`config.mk`:
```
export PLATFORM = sky130hd
export DESIGN_NAME = tcp_rx_top
export DESIGN_NICKNAME = d
export VERILOG_FILES = /design/src/rtl/tcp_rx_pkg.sv /design/src/rtl/skid_buffer.sv /design/src/rtl/tcp_dest_decap.sv /design/src/rtl/payload_fifo.sv /design/src/rtl/port_filter.sv /design/src/rtl/tcp_rx_top.sv
export VERILOG_INCLUDE_DIRS = /design/src /design/src/rtl
export SDC_FILE = /design/constraint.sdc
export NUM_CORES = 1
export LEC_CHECK = 0
export ABC_AREA = 1
export BUFFER_PORTS_ARGS = -buffer_cell sky130_fd_sc_hd__buf_2
export CAP_MARGIN = 0
export CORE_MARGIN = 2
export CORE_UTILIZATION = 45
export CTS_CLUSTER_DIAMETER = 60
export DETAILED_ROUTE_END_ITERATION = 6
export PLACE_DENSITY_LB_ADDON = 0.12
export SETUP_SLACK_MARGIN = 0.4
export SYNTH_ARGS = -nofsm -noshare
export SYNTH_HDL_FRONTEND = slang
export SYNTH_SLANG_ARGS = --single-unit
```
`constraint.sdc`:
```
create_clock -name i_clk -period 10.22 [get_ports i_clk]
set_input_delay 3.066 -clock i_clk [delete_from_list [all_inputs] [get_ports i_clk]]
set_output_delay 3.066 -clock i_clk [all_outputs]
set_load 0.005 [all_outputs]
```
`src/rtl/tcp_rx_config.svh`:
```
`ifndef TCP_RX_CONFIG_SVH
`define TCP_RX_CONFIG_SVH

// payload FIFO entries as a power of two
`define TCP_RX_FIFO_DEPTH 16

// must match log2 of the depth
`define TCP_RX_FIFO_AW 4

`endif

```
`src/rtl/tcp_rx_pkg.sv`:
```
`default_nettype none

package tcp_rx_pkg;

typedef logic [7:0]  byte_t;
typedef logic [15:0] port_t;
typedef logic [31:0] ipv4_addr_t;
typedef logic [15:0] ip_len_t;
typedef logic [15:0] drop_count_t;

// only the IP fields this path needs
typedef struct packed {
    ipv4_addr_t src_ip;
    ip_len_t    length;
} ip_hdr_t;

typedef struct packed {
    byte_t data;
    logic  last;
} beat_t;

typedef struct packed {
    port_t      dest_port;
    port_t      src_port;
    ipv4_addr_t src_ip;
} pkt_meta_t;

typedef enum logic [1:0] {
    PORTS,
    PASSTHROUGH,
    DISCARD
} decap_state_t;

typedef enum logic [1:0] {
    IDLE,
    FORWARD,
    DROP
} filter_state_t;

endpackage

`default_nettype wire

```
`src/rtl/skid_buffer.sv`:
```
`timescale 1ns/100ps
`default_nettype none

module skid_buffer #(
    parameter int WIDTH = 8
) (
    input  wire              i_clk,
    input  wire              i_rst,

    input  wire              i_valid,
    input  wire [WIDTH-1:0]  i_data,
    output logic             o_ready,

    output logic             o_valid,
    output logic [WIDTH-1:0] o_data,
    input  wire              i_ready
);

logic             spare_valid;
logic [WIDTH-1:0] spare_data;
logic             in_fire;
logic             load;

// ready comes straight from a flop
assign o_ready = !spare_valid;
assign in_fire = i_valid && o_ready;

// main register may take new data
assign load = !o_valid || i_ready;

always_ff @(posedge i_clk) begin
    if (i_rst) begin
        o_valid     <= 1'b0;
        spare_valid <= 1'b0;
    end else if (load) begin
        o_valid     <= spare_valid || in_fire;
        spare_valid <= 1'b0;
    end else if (in_fire) begin
        spare_valid <= 1'b1;
    end
end

always_ff @(posedge i_clk) begin
    if (load) begin
        o_data <= spare_valid ? spare_data : i_data;
    end
    // stalled output, park the incoming word
    if (!load && in_fire) begin
        spare_data <= i_data;
    end
end

assert property (@(posedge i_clk) disable iff (i_rst)
    o_valid && !i_ready |=> o_valid && $stable(o_data));

endmodule

`default_nettype wire

```
`src/rtl/tcp_dest_decap.sv`:
```
`timescale 1ns/100ps
`default_nettype none

module tcp_dest_decap (
    input  wire                        i_clk,
    input  wire                        i_rst,

    input  wire                        i_hdr_valid,
    input  wire tcp_rx_pkg::ip_hdr_t   i_hdr,

    input  wire                        i_in_valid,
    input  wire tcp_rx_pkg::beat_t     i_in,
    output logic                       o_in_ready,

    output logic                       o_meta_valid,
    output tcp_rx_pkg::pkt_meta_t      o_meta,
    input  wire                        i_meta_ready,

    output logic                       o_out_valid,
    output tcp_rx_pkg::beat_t          o_out,
    input  wire                        i_out_ready
);

import tcp_rx_pkg::*;

decap_state_t state;
logic [1:0]   byte_cnt;
logic [23:0]  port_sr;
ipv4_addr_t   src_ip_q;
logic         run_q;
logic         in_fire;
logic         port_fire;

always_comb begin
    case (state)
        // hold off while the previous metadata is still waiting
        PORTS:       o_in_ready = run_q && !o_meta_valid;
        PASSTHROUGH: o_in_ready = i_out_ready || !o_out_valid;
        default:     o_in_ready = 1'b0;
    endcase
end

assign in_fire   = i_in_valid && o_in_ready;
assign port_fire = in_fire && (state == PORTS);

always_ff @(posedge i_clk) begin
    if (i_rst) begin
        state        <= PORTS;
        byte_cnt     <= 2'd0;
        run_q        <= 1'b0;
        o_meta_valid <= 1'b0;
        o_out_valid  <= 1'b0;
    end else begin
        run_q <= 1'b1;
        if (i_meta_ready) begin
            o_meta_valid <= 1'b0;
        end
        if (i_out_ready) begin
            o_out_valid <= 1'b0;
        end
        case (state)
            PORTS: begin
                if (in_fire) begin
                    byte_cnt <= byte_cnt + 2'd1;
                    // packet ended inside the port bytes
                    if (i_in.last) begin
                        state    <= DISCARD;
                        byte_cnt <= 2'd0;
                    end else if (byte_cnt == 2'd3) begin
                        o_meta_valid <= 1'b1;
                        state        <= PASSTHROUGH;
                    end
                end
            end
            PASSTHROUGH: begin
                if (in_fire) begin
                    o_out_valid <= 1'b1;
                    if (i_in.last) begin
                        state <= PORTS;
                    end
                end
            end
            default: state <= PORTS;
        endcase
    end
end

always_ff @(posedge i_clk) begin
    if (i_hdr_valid) begin
        src_ip_q <= i_hdr.src_ip;
    end
    if (port_fire) begin
        port_sr <= {port_sr[15:0], i_in.data};
    end
    // network order, src port first
    if (port_fire && byte_cnt == 2'd3) begin
        o_meta.src_port  <= port_sr[23:8];
        o_meta.dest_port <= {port_sr[7:0], i_in.data};
        o_meta.src_ip    <= src_ip_q;
    end
    if (in_fire && state == PASSTHROUGH) begin
        o_out <= i_in;
    end
end

assert property (@(posedge i_clk) disable iff (i_rst)
    o_out_valid && !i_out_ready |=> o_out_valid && $stable(o_out));

assert property (@(posedge i_clk) disable iff (i_rst)
    o_meta_valid && !i_meta_ready |=> o_meta_valid && $stable(o_meta));

endmodule

`default_nettype wire

```
`src/rtl/payload_fifo.sv`:
```
`timescale 1ns/100ps
`default_nettype none

`include "tcp_rx_config.svh"

module payload_fifo (
    input  wire                    i_clk,
    input  wire                    i_rst,

    input  wire                    i_valid,
    input  wire tcp_rx_pkg::beat_t i_data,
    output logic                   o_ready,

    output logic                   o_valid,
    output tcp_rx_pkg::beat_t      o_data,
    input  wire                    i_ready
);

import tcp_rx_pkg::*;

localparam int DEPTH = `TCP_RX_FIFO_DEPTH;
localparam int AW    = `TCP_RX_FIFO_AW;
localparam logic [AW:0] FULL_COUNT = (AW+1)'(DEPTH);

beat_t         mem [DEPTH];
logic [AW-1:0] wr_ptr;
logic [AW-1:0] rd_ptr;
logic [AW:0]   count;
logic          wr_fire;
logic          load;
logic          mem_rd;
logic          mem_wr;

assign o_ready = (count != FULL_COUNT);
assign wr_fire = i_valid && o_ready;
assign load    = !o_valid || i_ready;
assign mem_rd  = load && (count != '0);

// the beat bypasses memory when the FIFO is empty and the output is free
assign mem_wr  = wr_fire && !(load && count == '0);

always_ff @(posedge i_clk) begin
    if (i_rst) begin
        wr_ptr  <= '0;
        rd_ptr  <= '0;
        count   <= '0;
        o_valid <= 1'b0;
    end else begin
        if (mem_wr) begin
            wr_ptr <= wr_ptr + 1'b1;
        end
        if (mem_rd) begin
            rd_ptr <= rd_ptr + 1'b1;
        end
        case ({mem_wr, mem_rd})
            2'b10:   count <= count + 1'b1;
            2'b01:   count <= count - 1'b1;
            default: count <= count;
        endcase
        if (load) begin
            o_valid <= mem_rd || wr_fire;
        end
    end
end

always_ff @(posedge i_clk) begin
    if (mem_wr) begin
        mem[wr_ptr] <= i_data;
    end
    if (mem_rd) begin
        o_data <= mem[rd_ptr];
    end else if (load && wr_fire) begin
        o_data <= i_data;
    end
end

// a write when full or a read when empty would push the count out of range
assert property (@(posedge i_clk) disable iff (i_rst) count <= FULL_COUNT);

// beats held in memory always sit behind a valid output register
assert property (@(posedge i_clk) disable iff (i_rst) count != '0 |-> o_valid);

endmodule

`default_nettype wire

```
`src/rtl/port_filter.sv`:
```
`timescale 1ns/100ps
`default_nettype none

module port_filter (
    input  wire                          i_clk,
    input  wire                          i_rst,

    input  wire tcp_rx_pkg::port_t       i_listen_port,

    input  wire                          i_meta_valid,
    input  wire tcp_rx_pkg::pkt_meta_t   i_meta,
    output logic                         o_meta_ready,

    input  wire                          i_in_valid,
    input  wire tcp_rx_pkg::beat_t       i_in,
    output logic                         o_in_ready,

    output logic                         o_out_valid,
    output tcp_rx_pkg::beat_t            o_out,
    input  wire                          i_out_ready,

    output logic                         o_meta_out_valid,
    output tcp_rx_pkg::pkt_meta_t        o_meta_out,
    output tcp_rx_pkg::drop_count_t      o_drop_count
);

import tcp_rx_pkg::*;

filter_state_t state;
pkt_meta_t     meta_q;
logic          first_q;
logic          meta_fire;
logic          in_fire;
logic          match;

assign o_meta_ready = (state == IDLE);
assign meta_fire    = i_meta_valid && o_meta_ready;
assign match        = (i_meta.dest_port == i_listen_port);

always_comb begin
    o_out_valid = 1'b0;
    o_in_ready  = 1'b0;
    case (state)
        FORWARD: begin
            o_out_valid = i_in_valid;
            o_in_ready  = i_out_ready;
        end
        // sink everything
        DROP:    o_in_ready = 1'b1;
        default: o_in_ready = 1'b0;
    endcase
end

assign o_out            = i_in;
assign in_fire          = i_in_valid && o_in_ready;
assign o_meta_out_valid = (state == FORWARD) && first_q && in_fire;
assign o_meta_out       = meta_q;

always_ff @(posedge i_clk) begin
    if (i_rst) begin
        state        <= IDLE;
        first_q      <= 1'b0;
        o_drop_count <= '0;
    end else begin
        case (state)
            IDLE: begin
                if (meta_fire && match) begin
                    state   <= FORWARD;
                    first_q <= 1'b1;
                end else if (meta_fire) begin
                    state <= DROP;
                    // saturate
                    if (o_drop_count != '1) begin
                        o_drop_count <= o_drop_count + 1'b1;
                    end
                end
            end
            FORWARD: begin
                if (in_fire) begin
                    first_q <= 1'b0;
                    if (i_in.last) begin
                        state <= IDLE;
                    end
                end
            end
            DROP: begin
                if (in_fire && i_in.last) begin
                    state <= IDLE;
                end
            end
            default: state <= IDLE;
        endcase
    end
end

always_ff @(posedge i_clk) begin
    if (meta_fire) begin
        meta_q <= i_meta;
    end
end

// a forwarded packet always carries the listening port
assert property (@(posedge i_clk) disable iff (i_rst)
    o_meta_out_valid |-> o_meta_out.dest_port == i_listen_port);

endmodule

`default_nettype wire

```
`src/rtl/tcp_rx_top.sv`:
```
`timescale 1ns/100ps
`default_nettype none

module tcp_rx_top (
    input  wire                          i_clk,
    input  wire                          i_rst,

    input  wire                          i_hdr_valid,
    input  wire tcp_rx_pkg::ip_hdr_t     i_hdr,

    input  wire                          i_in_valid,
    input  wire tcp_rx_pkg::beat_t       i_in,
    output logic                         o_in_ready,

    input  wire tcp_rx_pkg::port_t       i_listen_port,

    output logic                         o_out_valid,
    output tcp_rx_pkg::beat_t            o_out,
    input  wire                          i_out_ready,

    output logic                         o_meta_valid,
    output tcp_rx_pkg::pkt_meta_t        o_meta,
    output tcp_rx_pkg::drop_count_t      o_drop_count
);

import tcp_rx_pkg::*;

// decapsulator side
logic      dec_meta_valid;
pkt_meta_t dec_meta;
logic      dec_meta_ready;
logic      dec_out_valid;
beat_t     dec_out;
logic      dec_out_ready;

// filter side
logic      flt_meta_valid;
pkt_meta_t flt_meta;
logic      flt_meta_ready;
logic      flt_in_valid;
beat_t     flt_in;
logic      flt_in_ready;

tcp_dest_decap u_decap (
    .i_clk          (i_clk),
    .i_rst          (i_rst),
    .i_hdr_valid    (i_hdr_valid),
    .i_hdr          (i_hdr),
    .i_in_valid     (i_in_valid),
    .i_in           (i_in),
    .o_in_ready     (o_in_ready),
    .o_meta_valid   (dec_meta_valid),
    .o_meta         (dec_meta),
    .i_meta_ready   (dec_meta_ready),
    .o_out_valid    (dec_out_valid),
    .o_out          (dec_out),
    .i_out_ready    (dec_out_ready)
);

skid_buffer #(
    .WIDTH          ($bits(pkt_meta_t))
) u_meta_skid (
    .i_clk          (i_clk),
    .i_rst          (i_rst),
    .i_valid        (dec_meta_valid),
    .i_data         (dec_meta),
    .o_ready        (dec_meta_ready),
    .o_valid        (flt_meta_valid),
    .o_data         (flt_meta),
    .i_ready        (flt_meta_ready)
);

payload_fifo u_fifo (
    .i_clk          (i_clk),
    .i_rst          (i_rst),
    .i_valid        (dec_out_valid),
    .i_data         (dec_out),
    .o_ready        (dec_out_ready),
    .o_valid        (flt_in_valid),
    .o_data         (flt_in),
    .i_ready        (flt_in_ready)
);

port_filter u_filter (
    .i_clk            (i_clk),
    .i_rst            (i_rst),
    .i_listen_port    (i_listen_port),
    .i_meta_valid     (flt_meta_valid),
    .i_meta           (flt_meta),
    .o_meta_ready     (flt_meta_ready),
    .i_in_valid       (flt_in_valid),
    .i_in             (flt_in),
    .o_in_ready       (flt_in_ready),
    .o_out_valid      (o_out_valid),
    .o_out            (o_out),
    .i_out_ready      (i_out_ready),
    .o_meta_out_valid (o_meta_valid),
    .o_meta_out       (o_meta),
    .o_drop_count     (o_drop_count)
);

endmodule

`default_nettype wire

```
=== Yosys cells after proc, flatten, opt, wreduce, memory -nomap -nowiden ===
Memory sizes are Yosys's and may differ from the RTL's. A register that Yosys moved wholly into a read port is not among the register bits.
Cells that the tools add are included.

* Memories: 1
* Output and inout bits: 92
* ROM bits: 0
* Bits in latches: 0
* RAM bits: 144
* Flip-flop bits (word level): 372

{| class="wikitable"
|+ Memory list
! name !! words !! width !! rd ports !! clocked after Yosys merged registers in !! write ports !! line !! source
|-
| u_fifo.mem || 16 || 9 || 1 || 1 || 1 || payload_fifo.sv:25 || <nowiki>beat_t mem [DEPTH];</nowiki>
|}

* Multiplexer cells: 36
* Bitwise gates (word level): 1
* $mul: 0
* Reductions and logical operators: 43
* Magnitude comparators: 0
* Add/sub/neg operators: 6
* Divide/modulo/power cells: 0
* Equal/unequal tests: 18
* Shifts and indexed selects: 0

{| class="wikitable"
|+ Operators with widths
! operator !! number
|-
| two-way mux 64 bit || 1
|-
| two-way mux 2 bit || 11
|-
| logical AND 1 bit || 18
|-
| two-way mux 9 bit || 2
|-
| adder 16 x 1 -> 16 bit, second input constant || 1
|-
| == test 16 bit || 1
|-
| != test 16 bit, second input constant || 1
|-
| two-way mux 1 bit || 14
|-
| AND reduction 4 bit || 3
|-
| one-hot mux 5 bit (2 select lines) || 1
|-
| adder 4 x 1 -> 4 bit, second input constant || 2
|-
| two-way mux 4 bit || 2
|-
| != test 2 x 1 -> 1 bit, second input constant || 4
|-
| logical NOT 1 bit || 7
|-
| == test 2 x 1 -> 1 bit, second input constant || 3
|-
| == test 2 bit, second input constant || 3
|-
| != test 2 bit, second input constant || 3
|-
| != test 3 bit, second input constant || 2
|-
| one-hot mux 1 bit (2 select lines) || 3
|-
| one-hot mux 2 bit (3 select lines) || 1
|-
| nonzero test 2 bit || 3
|-
| adder 5 x 1 -> 5 bit, second input constant || 1
|-
| logical NOT 5 bit || 1
|-
| logical OR 1 bit || 5
|-
| other kinds (10) || 11
|}

=== Logic depth before layout (Yosys ltp) ===
Gate-level depths: netlist of run 1.

* Depth in word-level cells: 8
* Depth in mapped cells: 19
* Mapped depth without buffers: 18

=== Cells and area by module ===
From an unflattened synthesis of run 1, not the netlist that was laid out.

* Cells, all modules: 1614
* Area total of the unflattened synthesis: 20108.0 um2

{| class="wikitable"
|+ Modules (own cells, without submodules)
! module !! seq. area each (um2) !! area each (um2) !! cells an instance !! times used
|-
| payload_fifo || 4954.8 || 7608.5 || 761 || 1
|-
| skid_buffer || 3883.7 || 4729.5 || 347 || 1
|-
| tcp_dest_decap || 4013.8 || 4232.8 || 179 || 1
|-
| port_filter || 2302.2 || 3537.1 || 327 || 1
|}

=== Least setup slack after synthesis of run 1 ===
No wires, ideal clock.

* Path kind: register to register
* Start point: register u_filter.state[0]
* End point: register u_meta_skid.spare_data[0] (enable)
* Clock period less this slack: 7173 ps
* Arrival: 6609 ps
* Path slack: 3047 ps
* Path buffers: 0
* Library setup time: 565 ps
* Required time: 9655 ps
* Stages on the path, launching flop included: 6
* Cell sequence: dfxtp_1 > inv_1 > ha_1 > inv_1 > nand2_1 > nor3_1

* Word-level cells in the longest chain between the ends: 4

{| class="wikitable"
|+ RTL lines
! item !! line !! source
|-
| from (decl) || port_filter.sv:29 || <nowiki>filter_state_t state;</nowiki>
|-
| from (signal assigned) || port_filter.sv:61 || <nowiki>state <= IDLE;</nowiki>
|-
| from (signal assigned) || port_filter.sv:68 || <nowiki>state <= FORWARD;</nowiki>
|-
| from (signal assigned) || port_filter.sv:71 || <nowiki>state <= DROP;</nowiki>
|-
| logical NOT 2 bit || port_filter.sv:36 || <nowiki>assign o_meta_ready = (state == IDLE);</nowiki>
|-
| logical OR 1 bit || skid_buffer.sv:29 || <nowiki>assign load = !o_valid || i_ready;</nowiki>
|-
| logical NOT 1 bit || skid_buffer.sv:48 || <nowiki>if (!load && in_fire) begin</nowiki>
|-
| logical AND 1 bit || skid_buffer.sv:48 ||
|-
| to (signal assigned) || skid_buffer.sv:49 || <nowiki>spare_data <= i_data;</nowiki>
|-
| to (decl) || skid_buffer.sv:20 || <nowiki>logic [WIDTH-1:0] spare_data;</nowiki>
|}

Every way passes these cells.
A chain may end at the register's enable or synchronous reset.

=== Worst setup path in the final report of run 1 ===
* Start point: input i_out_ready
* End point: output o_meta_valid

* Word-level cells in the longest chain between the ends: 3

{| class="wikitable"
|+ RTL lines
! item !! line !! source
|-
| from (decl) || tcp_rx_top.sv:19 || <nowiki>input wire i_out_ready,</nowiki>
|-
| one-hot mux 1 bit (2 select lines) || port_filter.sv:43 || <nowiki>case (state)</nowiki>
|-
| logical AND 1 bit || port_filter.sv:55 || <nowiki>assign in_fire = i_in_valid && o_in_ready;</nowiki>
|-
| logical AND 1 bit || port_filter.sv:56 || <nowiki>assign o_meta_out_valid = (state == FORWARD) && first_q && in_fire;</nowiki>
|-
| to (decl) || tcp_rx_top.sv:21 || <nowiki>output logic o_meta_valid,</nowiki>
|}

Every way passes these cells.

==> results of run 1 <==
-- cells by family after synthesis --
family                   after synthesis
flip-flops                           520
AND/OR/NAND/NOR                      390
adder cells (fa/ha/maj)               14
XOR/XNOR                              18
AO/OA/AOI/OAI                        160
buffers and inverters                124
multiplexers                          64
-- metal layers --
layer / share of wire / track usage
met1: 0.46 / 0.2349
met4: 0.022 / 0.05561
met5: 0 / 0
met2: 0.47 / 0.2663
met3: 0.050 / 0.03211
-- through the flow --
stage / utilization / instance area (µm²)
CTS: 0.5279 / 22240
finish: 0.5279 / 22240
global route: 0.5279 / 22240
floorplan: - / 19330
detailed placement: 0.4894 / 20620
global placement: 0.4894 / 20620
-- worst reg2reg max path, stage by stage, from the launching register on --
cell	delay, ns
dfxtp_1	0.35
inv_1	0.07
ha_1	0.27
o21a_1	0.15
nand2_1	0.10
nand2_1	0.10
nand2_1	0.12
inv_2	0.37
ha_1	0.35
xor2_1	0.12
ha_1	0.20
inv_1	0.05
nand2_1	0.07
a31oi_1	0.23
inv_1	0.06
nand2_1	0.06
nand2_1	0.05
nand2_1	0.05
a21oi_1	0.05
-- power groups by stage --
stage	Combinational, µW	Sequential, µW	Clock [µW]
floorplan	397	2440	0
global placement	548	2450	0
detailed placement	551	2450	0
CTS	557	2400	1870
global route	625	2410	1950
finish	549	2400	1820
-- cell usage in the layout, fill, tap and decap left out, types with 2 or more instances in the layout --
master	instances
a21oi_1	23
a21oi_2	10
a31oi_1	10
buf_2	153
buf_4	8
bufinv_16	2
clkbuf_1	12
clkbuf_16	53
clkinv_1	19
clkinv_2	8
clkinvlp_4	2
dfxtp_1	43
dfxtp_2	3
edfxtp_1	474
ha_1	14
inv_1	68
inv_16	2
inv_2	10
mux2_2	64
nand2_1	111
nand2_2	7
nand2_4	2
nand3_1	59
nand4_1	9
nor2_1	185
nor2_4	2
nor3_1	6
o211ai_1	27
o21ai_0	84
o21ai_1	4
or2_2	2
xnor2_1	3
xor2_1	15
-- sequential cells by signal, indices dropped and copies added, names as in the netlist, named ones only --
signal and flops:
u_decap.byte_cnt 2, u_decap.o_meta 64, u_decap.o_meta_valid 1, u_decap.o_out 9
u_decap.o_out_valid 1, u_decap.port_sr 24, u_decap.run_q 1, u_decap.src_ip_q 32
u_decap.state 2, u_fifo.count 5, u_fifo.mem 144, u_fifo.o_data 9
u_fifo.o_valid 1, u_fifo.rd_ptr 4, u_fifo.wr_ptr 4, u_filter.first_q 1
u_filter.o_drop_count 16, u_filter.o_meta_out 64, u_filter.state 2, u_meta_skid.o_data 64
u_meta_skid.o_valid 1, u_meta_skid.spare_data 64, u_meta_skid.spare_valid 1
-- final cells by class --
type                            instances  area share
Clock buffer                           66     0.06228
Clock inverter                         32     0.01058
Inverter                               82     0.01395
Multi-Input combinational cell        646      0.1642
Sequential cell                       520      0.6815
Tap cell                              539     0.03032
Timing Repair Buffer                  161     0.03713
-- path summary, 6_finish.rpt --
path	startpoint	cells past startpoint	to
worst max-delay path	i_out_ready	5	o_meta_valid
worst min-delay path	u_decap.src_ip_q[15]	0	u_decap.o_meta[15]
worst max register to register	u_filter.state[0]	18	u_fifo.count[4]
worst min register to register	u_decap.src_ip_q[15]	0	u_decap.o_meta[15]
==> flow_metrics.tcl, run 1 <==
set metrics [dict create \
    status "finished, final reports clean" \
    worst-path-buf-inv 2 \
    start_util 0.4587 \
    peakVddDrop_uv 221.0 \
    drive_above_1_share 0.2243 \
    grt_setup_unrepaired "no" \
    totalPowerFinal_uw 4775 \
    yosysMostFrequentCell "edfxtp_1" \
    min_path_type "flip-flop to flip-flop" \
    place_ws_ns 3.519 \
    cp.arrival_ns 3.64 \
    track_usage 0.1680 \
    dp.cells 1948 \
    cp.required_ns 7.15 \
    yosys-top-cells-area "edfxtp_1, dfxtp_1, mux2_2" \
    ys_top_cells_by_count "edfxtp_1, nor2_1, nand2_1, o21ai_0, inv_1" \
    path_cells "buf_2 > o21a_1 > nand2_1 > nor2_1 > buf_2" \
    multiInputGateArea_um2 3652 \
    cts-root-buf "clkbuf_16" \
    synth-simple-area-share 0.08604 \
    hold_viol_final 0 \
    p_seq_frac 0.504 \
    yosysSeqAreaShare 0.7842 \
    cp-end-kind "output pin" \
    synthFlopType "edfxtp_1" \
    internal-power_uw 3564 \
    dp_hpwl_mm 22.13 \
    worstPathMaxFanout 3 \
    fin_hold_ws_ns 0.4148 \
    synth.area.mux_share 0.03729 \
    rrSetupSlack_ns 7.24 \
    max-slew-margin-rel 0.1984 \
    synth_xor_xnor_area_share 0.008157 \
    setup_tns_ns 0 \
    cts-resized-gates 0 \
    power.share.clock 0.381 \
    netSwitchingPower_uw 1211 \
    synthArstFlopShare 0 \
    worstMarginPinSlew_ns 1.202 \
    period_minus_slack_ns 6.707 \
    crit_path_top_delay_cell "o21a_1" \
    power_leakage_uw 0.007889 \
    antennaDiodeCount 0 \
    fin_skew_ns 0.01896 \
    seqCellArea_um2 15160 \
    slowest_delay_ns 0.20 \
    cts.clk_slew.worst_paths_ns 0.06 \
    clock_path_buffers 3 \
    grt_pass1_vias 10050 \
    grt_max_degree 73 \
    grt-ovfl-total 0 \
    post_cts_buffers 0 \
    power_density_nw_per_um2 214.7 \
    synth_nets 1382 \
    synth_compound_area_frac 0.04778 \
    syn-cell-area_um2 19330 \
    stdcell_count 2046 \
    core_area_um2 42130 \
    slew_viol_final 0 \
    antenna_left 0 \
    grt_pass1_wl_mm 56.99 \
    dieArea_um2 44620 \
    comb_power_share 0.115 \
    drt_iter0_drc 766 \
    setup_slack_ns 3.513 \
    gp_congestion 0.8540 \
    htreeDepth 2 \
    fmax_mhz 149.1 \
    clock_latency_ns 0.60 \
    synth_top_area_cell "edfxtp_1" \
    synth_edf_count 474 \
    max_cap_violations 0 \
    syn_inst 1290 \
    fillers 3500 \
    synth_warnings 0 \
    timing_worst_setup_path_type "input port to output pin" \
    wl_mm 37.66 \
    area_growth_syn_to_layout_pct 15.08 \
    drtPass1Iterations 5 \
    cts_tree "yes" \
    synthAdderAreaFrac 0.009064 \
    wire_per_inst_um 18.40 \
    setup_viol 0 \
    drc 0 \
    ios 170 \
    antenna_found_initial 1 \
    layout.nets 1556 \
    crit_top_cell "buf_2" \
    start_kind "input port" \
    vias_per_cell 5.081 \
    syn_avg_cell_area_um2 14.98 \
    numCtsBuffers 53 \
    clock-sinks 520 \
    synth.distinct_cells 39 \
    die_h_um 211.2 \
    ys_ff_latch 520 \
    hold_buffers 0 \
    io_buffers 153 \
    vias 10400 \
    synth_top_area_share 0.7365 \
    die_w_um 211.2 \
    synth_top_family_by_area "simple AND/OR/NAND/NOR gates" \
    netSwitchingFraction 0.2536 \
    post-route-period-util 0.6563 \
    rows 75 \
    crit_family "buffers and inverters" \
]
Note: power is estimated with default switching activity, not from simulation.
==> inputs of run 2 (changes only) <==
==> constraint.sdc (replaced) <==
create_clock -name i_clk -period 6 [get_ports i_clk]
set_input_delay 1.8 -clock i_clk [delete_from_list [all_inputs] [get_ports i_clk]]
set_output_delay 1.8 -clock i_clk [all_outputs]
set_load 0.005 [all_outputs]
==> flow_metrics.tcl, run 2 (synthesis results as in run 1) <==
set metrics [dict create \
    dieArea_um2 44620 \
    io_buffers 153 \
    start_kind "input port" \
    gp_congestion 0.8325 \
    min_path_type "flip-flop to flip-flop" \
    wl_mm 37.31 \
    max_cap_violations 0 \
    layout_common_cells "edfxtp_1, nor2_1, buf_2" \
    timing.rr.end "u_decap.o_meta[14]" \
    fillers 3471 \
    setup_viol 0 \
    timing_worst_setup_path_type "input port to output pin" \
    grt_setup_unrepaired "no" \
    power_density_nw_per_um2 370.0 \
    reg2regPathDepth 11 \
    cts-root-buf "clkbuf_16" \
    r2r_start "u_fifo.count[0]" \
    seqCellArea_um2 15160 \
    cts.clk_slew.worst_paths_ns 0.06 \
    cts_tree "yes" \
    clock_latency_ns 0.59 \
    drt_iter0_drc 718 \
    largest-register "u_fifo.mem" \
    hold_viol_final 0 \
    grt-ovfl-total 0 \
    area_growth_syn_to_layout_pct 15.97 \
    fin_skew_ns 0.02306 \
    antenna_found_initial 2 \
    hold_buffers 0 \
    drive_above_1_share 0.2293 \
    hold_path_end "u_decap.o_meta[9]" \
    grt_pass1_vias 10240 \
    final_common_cell "edfxtp_1" \
    clock-sinks 520 \
    setup_tns_ns 0 \
    cp.required_ns 4.20 \
    hold_depth 0 \
    dp_hpwl_mm 22.64 \
    numCtsBuffers 55 \
    cp.arrival_ns 2.37 \
    vias 10470 \
    post-route-period-util 0.6945 \
    wire_per_inst_um 18.18 \
    netSwitchingPower_uw 2029 \
    comb_power_share 0.113 \
    die_w_um 211.2 \
    fin_area_um2 22410 \
    grt_max_degree 73 \
    ios 170 \
    period_minus_slack_ns 4.167 \
    multiInputGateArea_um2 3659 \
    fmax_mhz 240.0 \
    cts-resized-gates 0 \
    start_util 0.4587 \
    worstMarginPinSlew_ns 1.174 \
    rows 75 \
    p_seq_frac 0.494 \
    track_usage 0.1695 \
    vias_per_cell 5.103 \
    cp-end-kind "output pin" \
    status "finished, final reports clean" \
    antenna_left 0 \
    drc 0 \
    layout.nets 1560 \
    hold_start "u_decap.src_ip_q[9]" \
    core_area_um2 42130 \
    drtPass1Iterations 5 \
    internal-power_uw 6263 \
    grt_pass1_wl_mm 57.96 \
    htreeDepth 2 \
    largest_reg_flops 144 \
    antennaDiodeCount 0 \
    slew_viol_final 0 \
    die_h_um 211.2 \
    netSwitchingFraction 0.2447 \
    worstPathMaxFanout 3 \
    peakVddDrop_uv 265.4 \
    place_area_um2 20650 \
    rrSetupSlack_ns 3.00 \
    power.share.clock 0.394 \
    clock_path_buffers 3 \
    post_cts_buffers 0 \
    max-slew-margin-rel 0.2172 \
    power_leakage_uw 0.007965 \
]
==> run 2: metrics by stage <==
stage          hold slack [ns]  std cells  worst slack, ns    util  power [µW]
2_1_floorplan           0.4003       1290            1.423       -        4830
3_3_place_gp            0.4006       1950            1.823  0.4902        5097
3_5_place_dp            0.4045       1950            1.829  0.4902        5107
4_1_cts                 0.4152       2052            1.829  0.5319        8401
5_1_grt                 0.4235       2052            1.786  0.5319        8671
6_report                0.4124       2052            1.833  0.5319        8292
==> run 2: worst max path at each step <==
stage | from | end | cells after the start
6_report | i_out_ready | o_meta_valid | 5
5_1_grt | i_out_ready | o_meta_valid | 5
4_1_cts | i_out_ready | o_meta_valid | 5
3_5_place_dp | i_out_ready | o_meta_valid | 5
3_3_place_gp | i_out_ready | u_fifo.count[4] | 17
2_1_floorplan | u_filter.state[0] | u_meta_skid.spare_data[0] | 5
==> run 2: critical path, stage by stage <==
cell,delay (ns)
buf_2,0.10
o21a_1,0.21
nand2_1,0.10
nor2_1,0.04
buf_2,0.12
==> run 2: power by group through the flow <==
stage	Clock [µW]	Sequential [µW]	Combinational, µW
floorplan	0	4150	677
global placement	0	4170	930
detailed placement	0	4170	938
CTS	3360	4100	945
global route	3490	4110	1070
finish	3260	4090	934
==> run 2: per-layer routing <==
metal	GRT usage	vias to the layer above	routed length, µm
li1	-	5013	-
met1	0.2364	5158	16940
met2	0.2699	251	17570
met3	0.03851	46	2192
met4	0.04541	4	582
met5	0	-	26
==> run 2: layout make-up <==
cell class | instances | area share
multi-input cells | 646 | 0.1632
repair buffers | 163 | 0.03807
well taps | 539 | 0.03009
clock inverters | 29 | 0.01172
inverters | 82 | 0.01384
flip-flops and latches | 520 | 0.6763
clock buffers | 73 | 0.06671
==> inputs of run 3 (changes only) <==
==> constraint.sdc (replaced) <==
create_clock -name i_clk -period 3.9 [get_ports i_clk]
set_input_delay 1.17 -clock i_clk [delete_from_list [all_inputs] [get_ports i_clk]]
set_output_delay 1.17 -clock i_clk [all_outputs]
set_load 0.005 [all_outputs]
==> flow_metrics.tcl, run 3 (synthesis results as in run 1) <==
set metrics [dict create \
    largest_reg_flops 144 \
    crit_path_top_delay_cell "dfxtp_1" \
    grt_setup_unrepaired "no" \
    gp_congestion 0.8201 \
    grt_pass1_vias 10410 \
    hold_buffers 0 \
    netSwitchingFraction 0.2479 \
    cts_tree "yes" \
    start_kind "flip-flop" \
    p_seq_frac 0.499 \
    grt.busiest_layer "met2" \
    area_growth_syn_to_layout_pct 16.06 \
    antennaDiodeCount 0 \
    dp_hpwl_mm 22.97 \
    status "finished, final reports clean" \
    fillers 3460 \
    worst-path-buf-inv 2 \
    crit_family "flip-flops" \
    core_area_um2 42130 \
    layout.nets 1566 \
    cts-root-buf "clkbuf_16" \
    post-route-period-util 0.7563 \
    clock_path_buffers 3 \
    numCtsBuffers 53 \
    largest-register "u_fifo.mem" \
    cp.arrival_ns 1.78 \
    cp-end-kind "output pin" \
    antenna_left 0 \
    gr-usage-met1 0.2312 \
    power.share.clock 0.388 \
    grt_max_degree 73 \
    totalPowerFinal_uw 12660 \
    die_w_um 211.2 \
    max-slew-margin-rel 0.2449 \
    drt_iter0_drc 735 \
    clock-sinks 520 \
    htreeDepth 2 \
    grt-ovfl-total 0 \
    die_h_um 211.2 \
    wire_per_inst_um 18.37 \
    power_leakage_uw 0.007986 \
    setup_tns_ns 0 \
    cp.required_ns 2.73 \
    slew_viol_final 0 \
    setup_viol 0 \
    track_usage 0.1706 \
    fin_skew_ns 0.02379 \
    drc 0 \
    cts.clk_slew.worst_paths_ns 0.06 \
    grtUsageMet3 0.03018 \
    rows 75 \
    path_cells "inv_1 > ha_1 > o21a_1 > nand2_1 > nor2_1 > buf_2" \
    grtUsageMet2 0.2769 \
    start_util 0.4587 \
    clock_latency_ns 0.60 \
    post_cts_buffers 0 \
    peakVddDrop_uv 430.3 \
    seqCellArea_um2 15160 \
    drtPass1Iterations 5 \
    multiInputGateArea_um2 3659 \
    max_cap_violations 0 \
    vias_per_cell 5.102 \
    cts-resized-gates 0 \
    hold_viol_final 0 \
    netSwitchingPower_uw 3138 \
    io_buffers 153 \
    dieArea_um2 44620 \
    wl_mm 37.80 \
    ios 170 \
    rrSetupSlack_ns 0.98 \
    period_minus_slack_ns 2.950 \
    grt_pass1_wl_mm 57.99 \
    internal-power_uw 9520 \
    worstMarginPinSlew_ns 1.131 \
    comb_power_share 0.113 \
    vias 10500 \
    worstPathMaxFanout 3 \
    antenna_found_initial 3 \
    min_path_type "flip-flop to flip-flop" \
    final_common_cell "edfxtp_1" \
    power_density_nw_per_um2 564.3 \
    slowest_delay_ns 0.35 \
    timing_worst_setup_path_type "flip-flop to output pin" \
    drive_above_1_share 0.2337 \
    fmax_mhz 339.0 \
    layout_common_cells "edfxtp_1, nor2_1, buf_2" \
]
run 3: changes by cell type in the layout (fill, tap and decap cells not counted):
cell       previous run  this run
clkinv_1             14        13
clkbuf_1             14        13
clkbuf_16            56        53
clkinv_8              1         0
clkinv_4              2         1
inv_16                0         1
clkinv_2              7        14
clkbuf_8              3         0
bufinv_16             4         5
buf_4                 9        15
inv_2                10         9
buf_12                1         3
run 3: path summary, 6_finish.rpt:
| check | cells after the start | from | end |
|---|---|---|---|
| setup reg to reg | 18 | u_filter.state[0] | u_fifo.count[4] |
| hold / removal | 0 | u_decap.src_ip_q[18] | u_decap.o_meta[18] |
| hold reg to reg | 0 | u_decap.src_ip_q[18] | u_decap.o_meta[18] |
| setup / recovery | 6 | u_filter.state[0] | o_meta_valid |
run 3: power groups by stage:
stage	Clock [µW]	Sequential [µW]	Combinational (µW)
after floorplan	0	6390	1040
after global placement	0	6430	1420
after detailed placement	0	6430	1440
after CTS	5050	6320	1450
after global routing	5250	6330	1640
final	4910	6320	1430
run 3: layout make-up:
class,instances,area share
well taps,539,0.03007
flip-flops and latches,520,0.6758
multi-input cells,646,0.1631
clock buffers,66,0.06130
inverters,82,0.01400
clock inverters,34,0.01389
repair buffers,171,0.04184
run 3: metal layers:
metal | vias up | part of all wire
met5 | - | 0.00026
met4 | 2 | 0.026
met3 | 68 | 0.056
met2 | 260 | 0.48
met1 | 5141 | 0.44
li1 | 5028 | -
run 3: worst reg2reg max path: stages, from the launching register on:
cell and delay, ns:
dfxtp_1 0.35, inv_1 0.08, ha_1 0.29, o21a_1 0.16, nand2_1 0.09, nand2_1 0.10, nand2_1 0.10, inv_2 0.34
ha_1 0.35, xor2_1 0.13, ha_1 0.21, inv_1 0.05, nand2_1 0.08, a31oi_1 0.22, inv_1 0.06, nand2_1 0.05
nand2_1 0.04, nand2_1 0.05, a21oi_1 0.05
run 3: stage by stage:
step / util / hold slack, ns / cells / worst slack (ns) / area, µm²
floorplan: - / 0.4003 / 1290 / 0.6875 / 19350
global placement: 0.4923 / 0.4008 / 1958 / 0.4725 / 20740
detailed placement: 0.4923 / 0.4045 / 1958 / 0.4291 / 20740
CTS: 0.5324 / 0.4052 / 2058 / 0.8940 / 22430
global route: 0.5324 / 0.4142 / 2058 / 0.6187 / 22430
finish: 0.5324 / 0.4068 / 2058 / 0.9503 / 22430
